$ cat src/fp_div_pkg.sv
`default_nettype none

package fp_div_pkg;

    ////////////////////////////////////////////////////////////
    // binary32 field widths
    ////////////////////////////////////////////////////////////

    // stored exponent field
    localparam int EXP_W  = 8;
    // stored fraction, hidden bit not included
    localparam int FRAC_W = 23;
    // mantissa with the hidden bit restored
    localparam int MANT_W = FRAC_W + 1;
    // quotient bits: one integer bit plus 24 fraction bits
    localparam int QUOT_W = MANT_W + 1;
    // signed working exponent, wide enough that
    // overflow and underflow never wrap
    localparam int SEXP_W = 10;

    ////////////////////////////////////////////////////////////
    // types
    ////////////////////////////////////////////////////////////

    // signed working exponent
    typedef logic signed [SEXP_W-1:0] sexp_t;

    // packed binary32 word, sign on top
    typedef struct packed {
        logic              sign;
        logic [EXP_W-1:0]  exponent;
        logic [FRAC_W-1:0] fraction;
    } fp_word_t;

    // result forced by the operands
    // NORMAL means the computed value is used
    typedef enum logic [1:0] {
        CLS_NORMAL = 2'd0,
        CLS_ZERO   = 2'd1,
        CLS_INF    = 2'd2,
        CLS_NAN    = 2'd3
    } op_class_t;

    // sideband carried beside the mantissa divide, 13 bits
    typedef struct packed {
        logic      sign;
        sexp_t     exp;
        op_class_t cls;
    } div_side_t;

    // work word handed from stage to stage, 87 bits
    typedef struct packed {
        logic [MANT_W:0]   rem;
        logic [MANT_W-1:0] divisor;
        logic [QUOT_W-1:0] quot;
        div_side_t         side;
    } div_state_t;

    ////////////////////////////////////////////////////////////
    // constants
    ////////////////////////////////////////////////////////////

    // added back after the exponent subtraction
    localparam sexp_t EXP_BIAS = 127;

    // all-ones exponent field, infinity and NaN encoding
    localparam logic [EXP_W-1:0] EXP_MAX = 8'hFF;

    // canonical quiet NaN
    localparam fp_word_t QNAN_WORD = 32'h7FC0_0000;

endpackage

`default_nettype wire

$ cat src/fp_unpack.sv
`timescale 1ns/1ps
`default_nettype none

module fp_unpack (
    input  wire logic                    clk,
    input  wire logic                    rst_n,
    input  wire logic                    in_valid,
    input  wire fp_div_pkg::fp_word_t    in_a,
    input  wire fp_div_pkg::fp_word_t    in_b,
    output logic                         out_valid,
    output fp_div_pkg::div_state_t       out_state
);

    ////////////////////////////////////////////////////////////
    // operand classification
    ////////////////////////////////////////////////////////////

    // exponent field of zero counts as zero
    // subnormals are not supported
    logic a_zero;
    logic b_zero;

    assign a_zero = (in_a.exponent == '0);
    assign b_zero = (in_b.exponent == '0);

    fp_div_pkg::op_class_t cls;

    always_comb begin
        // 0/0 has priority over x/0
        if (a_zero && b_zero) begin
            cls = fp_div_pkg::CLS_NAN;
        end else if (b_zero) begin
            cls = fp_div_pkg::CLS_INF;
        end else if (a_zero) begin
            cls = fp_div_pkg::CLS_ZERO;
        end else begin
            cls = fp_div_pkg::CLS_NORMAL;
        end
    end

    ////////////////////////////////////////////////////////////
    // first work word
    ////////////////////////////////////////////////////////////

    fp_div_pkg::div_state_t next_state;

    always_comb begin
        // result sign
        next_state.side.sign = in_a.sign ^ in_b.sign;
        // ea - eb + bias, signed so it can run out of range
        next_state.side.exp  = fp_div_pkg::sexp_t'(in_a.exponent)
                             - fp_div_pkg::sexp_t'(in_b.exponent)
                             + fp_div_pkg::EXP_BIAS;
        next_state.side.cls  = cls;
        // remainder is one bit wider than the mantissa
        next_state.rem       = {2'b01, in_a.fraction};
        // hidden bit back in front of the divisor fraction
        next_state.divisor   = {1'b1, in_b.fraction};
        // quotient bits shift in from the bottom
        next_state.quot      = '0;
    end

    // valid strobe
    always_ff @(posedge clk) begin
        if (!rst_n) begin
            out_valid <= 1'b0;
        end else begin
            out_valid <= in_valid;
        end
    end

    // work word, loads only with a new operand pair
    always_ff @(posedge clk) begin
        if (in_valid) begin
            out_state <= next_state;
        end
    end

endmodule

`default_nettype wire

$ cat src/mant_div_stage.sv
`timescale 1ns/1ps
`default_nettype none

module mant_div_stage #(
    // quotient bits produced in this cycle
    parameter int BITS_PER_STAGE = 5
) (
    input  wire logic                      clk,
    input  wire logic                      rst_n,
    input  wire logic                      in_valid,
    input  wire fp_div_pkg::div_state_t    in_state,
    output logic                           out_valid,
    output fp_div_pkg::div_state_t         out_state
);

    ////////////////////////////////////////////////////////////
    // unrolled restoring steps
    ////////////////////////////////////////////////////////////

    // divisor zero-extended to the remainder width
    logic [fp_div_pkg::MANT_W:0] divisor_ext;

    assign divisor_ext = {1'b0, in_state.divisor};

    // working copy walked through the steps
    fp_div_pkg::div_state_t step_state;
    // one quotient bit per step
    logic [BITS_PER_STAGE-1:0] q_bits;

    always_comb begin
        step_state = in_state;
        q_bits     = '0;
        for (int i = 0; i < BITS_PER_STAGE; i++) begin
            // divisor fits: quotient bit is 1, subtract
            q_bits[i] = (step_state.rem >= divisor_ext);
            if (q_bits[i]) begin
                step_state.rem = step_state.rem - divisor_ext;
            end
            // remainder < divisor here, so doubling
            // it still fits in MANT_W+1 bits
            step_state.rem  = {step_state.rem[fp_div_pkg::MANT_W-1:0], 1'b0};
            // new bit enters at the lsb
            step_state.quot = {step_state.quot[fp_div_pkg::QUOT_W-2:0], q_bits[i]};
        end
        // sideband and divisor ride along untouched
        step_state.divisor = in_state.divisor;
        step_state.side    = in_state.side;
    end

    ////////////////////////////////////////////////////////////
    // stage register
    ////////////////////////////////////////////////////////////

    // valid strobe
    always_ff @(posedge clk) begin
        if (!rst_n) begin
            out_valid <= 1'b0;
        end else begin
            out_valid <= in_valid;
        end
    end

    // work word, only moves with valid data
    always_ff @(posedge clk) begin
        if (in_valid) begin
            out_state <= step_state;
        end
    end

endmodule

`default_nettype wire

$ cat src/fp_normalize_pack.sv
`timescale 1ns/1ps
`default_nettype none

module fp_normalize_pack (
    input  wire logic                      clk,
    input  wire logic                      rst_n,
    input  wire logic                      in_valid,
    input  wire fp_div_pkg::div_state_t    in_state,
    output logic                           out_valid,
    output fp_div_pkg::fp_word_t           out_result
);

    ////////////////////////////////////////////////////////////
    // one-bit normalization
    ////////////////////////////////////////////////////////////

    // quotient lies in [0.5, 2), so at most one shift
    logic [fp_div_pkg::FRAC_W-1:0] frac_n;
    fp_div_pkg::sexp_t             exp_n;

    always_comb begin
        if (in_state.quot[fp_div_pkg::QUOT_W-1]) begin
            // quotient >= 1, drop the integer bit and the lsb
            frac_n = in_state.quot[fp_div_pkg::QUOT_W-2 -: fp_div_pkg::FRAC_W];
            exp_n  = in_state.side.exp;
        end else begin
            // quotient below 1, bit 23 becomes hidden
            frac_n = in_state.quot[fp_div_pkg::FRAC_W-1:0];
            exp_n  = in_state.side.exp - fp_div_pkg::sexp_t'(1);
        end
    end

    ////////////////////////////////////////////////////////////
    // range check and special cases
    ////////////////////////////////////////////////////////////

    // canned results with the result sign
    fp_div_pkg::fp_word_t inf_word;
    fp_div_pkg::fp_word_t zero_word;
    fp_div_pkg::fp_word_t result_d;

    assign inf_word  = {in_state.side.sign, fp_div_pkg::EXP_MAX, {fp_div_pkg::FRAC_W{1'b0}}};
    assign zero_word = {in_state.side.sign, {fp_div_pkg::EXP_W{1'b0}},
                        {fp_div_pkg::FRAC_W{1'b0}}};

    always_comb begin
        case (in_state.side.cls)
            fp_div_pkg::CLS_NAN: begin
                result_d = fp_div_pkg::QNAN_WORD;
            end
            fp_div_pkg::CLS_INF: begin
                result_d = inf_word;
            end
            fp_div_pkg::CLS_ZERO: begin
                result_d = zero_word;
            end
            default: begin
                // overflow saturates, underflow flushes
                if (exp_n >= fp_div_pkg::sexp_t'(fp_div_pkg::EXP_MAX)) begin
                    result_d = inf_word;
                end else if (exp_n <= fp_div_pkg::sexp_t'(0)) begin
                    result_d = zero_word;
                end else begin
                    // in range, low bits are the field
                    result_d.sign     = in_state.side.sign;
                    result_d.exponent = exp_n[fp_div_pkg::EXP_W-1:0];
                    result_d.fraction = frac_n;
                end
            end
        endcase
    end

    // valid strobe
    always_ff @(posedge clk) begin
        if (!rst_n) begin
            out_valid <= 1'b0;
        end else begin
            out_valid <= in_valid;
        end
    end

    // result word, held between results
    always_ff @(posedge clk) begin
        if (in_valid) begin
            out_result <= result_d;
        end
    end

endmodule

`default_nettype wire

$ cat src/fp_div_top.sv
`timescale 1ns/1ps
`default_nettype none

module fp_div_top #(
    // must divide QUOT_W evenly, e.g. 1, 5 or 25
    parameter int BITS_PER_STAGE = 5
) (
    input  wire logic                    clk,
    input  wire logic                    rst_n,
    input  wire logic                    in_valid,
    input  wire fp_div_pkg::fp_word_t    in_a,
    input  wire fp_div_pkg::fp_word_t    in_b,
    output logic                         out_valid,
    output fp_div_pkg::fp_word_t         out_result
);

    ////////////////////////////////////////////////////////////
    // pipeline: unpack, NUM_STAGES divide stages, pack
    ////////////////////////////////////////////////////////////

    // latency is NUM_STAGES + 2 cycles, 7 with 5 bits per stage
    localparam int NUM_STAGES = fp_div_pkg::QUOT_W / BITS_PER_STAGE;

    // index 0 is the unpack output,
    // index NUM_STAGES the last divide stage
    logic                   stg_valid [0:NUM_STAGES];
    fp_div_pkg::div_state_t stg_state [0:NUM_STAGES];

    // operand split, classify, sign and exponent
    fp_unpack fp_unpack_inst (
        .clk       (clk),
        .rst_n     (rst_n),
        .in_valid  (in_valid),
        .in_a      (in_a),
        .in_b      (in_b),
        .out_valid (stg_valid[0]),
        .out_state (stg_state[0])
    );

    // mantissa divide, BITS_PER_STAGE quotient bits per cycle
    genvar g;
    generate
        for (g = 0; g < NUM_STAGES; g++) begin : gen_div_stage
            mant_div_stage #(
                .BITS_PER_STAGE (BITS_PER_STAGE)
            ) mant_div_stage_inst (
                .clk       (clk),
                .rst_n     (rst_n),
                .in_valid  (stg_valid[g]),
                .in_state  (stg_state[g]),
                .out_valid (stg_valid[g+1]),
                .out_state (stg_state[g+1])
            );
        end
    endgenerate

    // normalize, range and special cases, pack
    fp_normalize_pack fp_normalize_pack_inst (
        .clk        (clk),
        .rst_n      (rst_n),
        .in_valid   (stg_valid[NUM_STAGES]),
        .in_state   (stg_state[NUM_STAGES]),
        .out_valid  (out_valid),
        .out_result (out_result)
    );

endmodule

`default_nettype wire

$ cat config.mk
export PLATFORM = sky130hd
export DESIGN_NAME = fp_div_top
export DESIGN_NICKNAME = d
export VERILOG_FILES = /design/src/fp_div_pkg.sv /design/src/fp_unpack.sv /design/src/mant_div_stage.sv /design/src/fp_normalize_pack.sv /design/src/fp_div_top.sv
export SDC_FILE = /design/constraint.sdc
export NUM_CORES = 2
export LEC_CHECK = 0
export ABC_AREA = 0
export BUFFER_PORTS_ARGS = -buffer_cell sky130_fd_sc_hd__buf_2
export CORE_AREA = 2 2 313 284
export DETAILED_ROUTE_END_ITERATION = 16
export DIE_AREA = 0 0 315 286
export PLACE_DENSITY = 0.75
export SYNTH_ARGS = -nofsm -noshare
export SYNTH_HDL_FRONTEND = slang
export SYNTH_SLANG_ARGS = --single-unit
$ cat constraint.sdc
create_clock -name clk -period 14.48 [get_ports clk]
set_input_delay 1.448 -clock clk [delete_from_list [all_inputs] [get_ports clk]]
set_output_delay 1.448 -clock clk [all_outputs]
set_load 0.02 [all_outputs]
==> metrics.log <==
[metrics] result of the run: finished clean
[metrics] dominant register cell in the synthesized netlist: sky130_fd_sc_hd__edfxtp_1
[metrics] number of ports placed on the die boundary: 100
[metrics] clk_lat worst skew: 640 ps
[metrics] Synth Net Count: 6023
[metrics] layout filler cell count: 7340
[metrics] logic depth of the worst register-to-register path: 62
[metrics] share of the clock period used by the worst path after layout: 0.972
[metrics] Critical-path top delay cell: sky130_fd_sc_hd__edfxtp_1
[metrics] vias in the first global route: 39700
[metrics] final non-filler cell area: 54200 µm²
[metrics] average detailed-routed wire length per instance: 20.1 µm
[metrics] Inserted Clock Buffers: 49
[metrics] total routed wirelength: 140000 µm
[metrics] clock transition time at the flip-flop clock pins of the worst setup and hold paths: 70 ps
[metrics] Die X: 315 µm
[metrics] DRT antenna net count: 0
[metrics] count of max-cap constraint violations: 0
[metrics] GP Congestion: 1.00
[metrics] worst path setup slack after routing: 404 ps
[metrics] Starting Density: 0.546
[metrics] area added between synthesis and finish: 14.1%
[metrics] yosys synthesis warning count: 0
[metrics] CP max FO: 11
[metrics] row cnt: 103
[metrics] post-placement cell area: 51400 µm²
[metrics] Mapped Area: 47500 µm²
[metrics] Synth Instances: 5383
[metrics] Synth async-reset ratio: 0
[metrics] number of antenna violations at the first check in global routing: 3
[metrics] class of the tightest hold or removal check: reg2reg
[metrics] number of optimization iterations in the first detailed-route pass: 6
[metrics] Num Clock Sinks: 426
[metrics] number of nets in the finished design: 6426
[metrics] stage delay of the slowest cell on the critical path: 510 ps
[metrics] number of failing hold endpoints at the final stage: 0
[metrics] Setup Skew: 41.7 ps
[metrics] critical path required time: 14850 ps
[metrics] via count: 43100
[metrics] CTS hold repair buffers: 0
[metrics] post-place setup slack: -382 ps
[metrics] CTS tree: built
[metrics] RR Endpoint: gen_div_stage[1].mant_div_stage_inst.out_state[64]
[metrics] xor/xnor cell area share of the yosys netlist: 0.0870
[metrics] most common library cell in the layout ignoring fill and taps: sky130_fd_sc_hd__ha_1
[metrics] core area: 87000 µm²
[metrics] post-synthesis adder-cell area fraction: 0.152
[metrics] total overflow reported by the global router: 0
[metrics] distinct cell type count after synthesis: 106
[metrics] Worst EP arrival: 14440 ps
[metrics] sink of the worst hold path: gen_div_stage[3].mant_div_stage_inst.out_state[32]
[metrics] fmax: 0.0710 GHz
[metrics] category of the most critical setup path: reg2reg
[metrics] Longest Clk Path Bufs: 3
[metrics] reg-to-reg setup timing slack: 400 ps
[metrics] Die Span Y: 286 µm
[metrics] slew at the pin with the worst max-slew slack: 1150 ps
[metrics] fraction of layout cells with a size suffix above 1: 0.173
[metrics] critical register-to-register path startpoint: gen_div_stage[0].mant_div_stage_inst.out_state[49]
[metrics] Die Area: 90100 µm²
[metrics] sum of net half-perimeters after detailed placement: 112000 µm
[metrics] cell type group with the largest total delay on the critical path: compound AO/OA/AOI/OAI gates
[metrics] count of buffer and inverter cells on the critical path: 8
[metrics] DRC violations left: 0
[metrics] share of synthesized area occupied by flip-flops and latches: 0.268
[metrics] syn avg cell area: 8.83 µm²
[metrics] crit path time final: 14080 ps
[metrics] number of enable flip-flop cells after synthesis: 419
[metrics] vias per inst: 6.17
[metrics] CTS H-tree depth: 2
[metrics] PortBufs: 99
[metrics] Hold Path Cell Cnt: 0
[metrics] proportion of synthesized area in mux cells: 0.0779
[metrics] DRT iter0 DRCs: 4039
[metrics] compound-cell area share of the yosys netlist: 0.235
[metrics] Max Slew Vio Count: 0
[metrics] register bit count reported by yosys: 426
[metrics] Clock Tree Root: sky130_fd_sc_hd__clkbuf_16
[metrics] GRT Overall Usage: 0.298
[metrics] beginning of the worst hold path: gen_div_stage[2].mant_div_stage_inst.out_state[27]
[metrics] Worst setup EP type: register
[metrics] Simple-Gate Fraction of Synth Area: 0.148
[metrics] sum of negative setup slack: 0 ps
[metrics] dominant combinational cell family by area after synthesis: compound AO/OA/AOI/OAI gates
[metrics] maximum number of pins on one net before global-route repair: 77
[metrics] worst max-slew margin expressed relative to the limit: 0.233
[metrics] number of setup violations in the final report: 0
[metrics] highest-count cells in the layout ignoring fill and taps: 555 x sky130_fd_sc_hd__ha_1, 538 x sky130_fd_sc_hd__a21oi_1, 422 x sky130_fd_sc_hd__nor2_1, 419 x sky130_fd_sc_hd__edfxtp_1, 375 x sky130_fd_sc_hd__nand2_1
[metrics] CP startpoint kind: register
[metrics] global-route wire length before repair: 216000 µm
## per-stage QoR
step / utilization / instances / hold WS, ps
finish: 0.624 / 6984 / 412
global route: 0.624 / 6984 / 419
CTS: 0.613 / 6938 / 414
detailed placement: 0.591 / 6844 / 405
global placement: 0.591 / 6844 / 400
floorplan: - / 5383 / 400
## Yosys cell counts (10+ instances only)
library cell | number | area, µm²
sky130_fd_sc_hd__and3_1 | 60 | 375
sky130_fd_sc_hd__o21bai_1 | 90 | 676
sky130_fd_sc_hd__a211oi_1 | 42 | 315
sky130_fd_sc_hd__a221oi_1 | 13 | 114
sky130_fd_sc_hd__and2_1 | 45 | 282
sky130_fd_sc_hd__nand3_1 | 104 | 521
sky130_fd_sc_hd__or3_1 | 34 | 213
sky130_fd_sc_hd__mux2_4 | 21 | 315
sky130_fd_sc_hd__xnor2_1 | 326 | 2860
sky130_fd_sc_hd__nand4_1 | 72 | 450
sky130_fd_sc_hd__a2111oi_0 | 12 | 105
sky130_fd_sc_hd__mux2i_1 | 61 | 611
sky130_fd_sc_hd__a21boi_0 | 19 | 143
sky130_fd_sc_hd__o311ai_0 | 12 | 105
sky130_fd_sc_hd__buf_2 | 23 | 115
sky130_fd_sc_hd__nor3_1 | 95 | 475
sky130_fd_sc_hd__a211o_1 | 18 | 158
sky130_fd_sc_hd__or4_1 | 10 | 75.1
sky130_fd_sc_hd__o31a_1 | 14 | 123
sky130_fd_sc_hd__mux2_1 | 12 | 135
sky130_fd_sc_hd__or2_2 | 26 | 163
sky130_fd_sc_hd__a31oi_1 | 56 | 350
sky130_fd_sc_hd__ha_1 | 566 | 7080
sky130_fd_sc_hd__inv_1 | 261 | 980
sky130_fd_sc_hd__o31ai_1 | 31 | 233
sky130_fd_sc_hd__o22ai_1 | 11 | 68.8
sky130_fd_sc_hd__xor2_1 | 146 | 1280
sky130_fd_sc_hd__and4_1 | 16 | 140
sky130_fd_sc_hd__nand2_1 | 376 | 1410
sky130_fd_sc_hd__a221o_1 | 16 | 160
sky130_fd_sc_hd__nand2b_1 | 88 | 551
sky130_fd_sc_hd__nor2b_1 | 59 | 369
sky130_fd_sc_hd__buf_1 | 15 | 56.3
sky130_fd_sc_hd__edfxtp_1 | 419 | 12600
sky130_fd_sc_hd__nor2_1 | 425 | 1600
sky130_fd_sc_hd__o2111ai_1 | 10 | 87.6
sky130_fd_sc_hd__a21o_1 | 252 | 1890
sky130_fd_sc_hd__a21oi_1 | 560 | 2800
sky130_fd_sc_hd__a31o_2 | 14 | 123
sky130_fd_sc_hd__o211ai_1 | 37 | 278
sky130_fd_sc_hd__clkbuf_1 | 73 | 274
sky130_fd_sc_hd__o21a_1 | 99 | 743
sky130_fd_sc_hd__nor4_1 | 18 | 113
sky130_fd_sc_hd__o21ai_0 | 306 | 1530
sky130_fd_sc_hd__mux2_2 | 232 | 2610
## how the worst max path moves through the flow
stage	startpoint	endpoint	slack (ps)	cells after the start
finish	gen_div_stage[0].mant_div_stage_inst.out_state[49]	gen_div_stage[1].mant_div_stage_inst.out_state[64]	400	62
global route	gen_div_stage[1].mant_div_stage_inst.out_state[39]	gen_div_stage[2].mant_div_stage_inst.out_state[80]	-70	60
CTS	gen_div_stage[0].mant_div_stage_inst.out_state[39]	gen_div_stage[1].mant_div_stage_inst.out_state[64]	10	61
global placement	gen_div_stage[1].mant_div_stage_inst.out_state[50]	gen_div_stage[2].mant_div_stage_inst.out_state[80]	-270	59
detailed placement	fp_unpack_inst.out_state[39]	gen_div_stage[0].mant_div_stage_inst.out_state[82]	-380	63
floorplan	gen_div_stage[1].mant_div_stage_inst.out_state[39]	gen_div_stage[2].mant_div_stage_inst.out_state[68]	390	65
## per-layer routing
layer  up-vias  GRT usage  wire [µm]
met2      1470      0.470      62100
li1      21000          -          -
met5         -          0          0
met3       216     0.0297       8940
met1     20400      0.428      64900
met4         0     0.0902       4100
## cells by family after synthesis
group,Yosys count
compound gates,1728
simple gates,1464
fa+ha+maj,573
xor+xnor,472
flops,426
buf+inv,392
mux,328
## registers in the layout, indices dropped and copies added, names as in the netlist
signal / flops
fp_normalize_pack_inst.out_result: 32
fp_normalize_pack_inst.out_valid: 1
fp_unpack_inst.out_state: 59
fp_unpack_inst.out_valid: 1
gen_div_stage.mant_div_stage_inst.out_state: 328
gen_div_stage.mant_div_stage_inst.out_valid: 5
## layout make-up
type	instances	area, µm²	area share
Timing Repair inverter	2	12.5	0.000231
Clock inverter	31	497	0.00916
Timing Repair Buffer	470	3400	0.0626
Tap cell	1155	1450	0.0266
Clock buffer	60	1290	0.0237
Inverter	270	1050	0.0193
Multi-Input combinational cell	4567	33800	0.623
Sequential cell	426	12700	0.235
Antenna cell	3	7.51	0.000138
## timing repair
action	in CTS	in global routing
buffers inserted	3	37
resized for setup	27	149
setup endpoints to repair	89	101
pin swaps	2	27
cloned	0	6
Power is left out: the tool's default activity adds up to more than one toggle a clock period on the data nets, which glitch-free logic cannot reach.
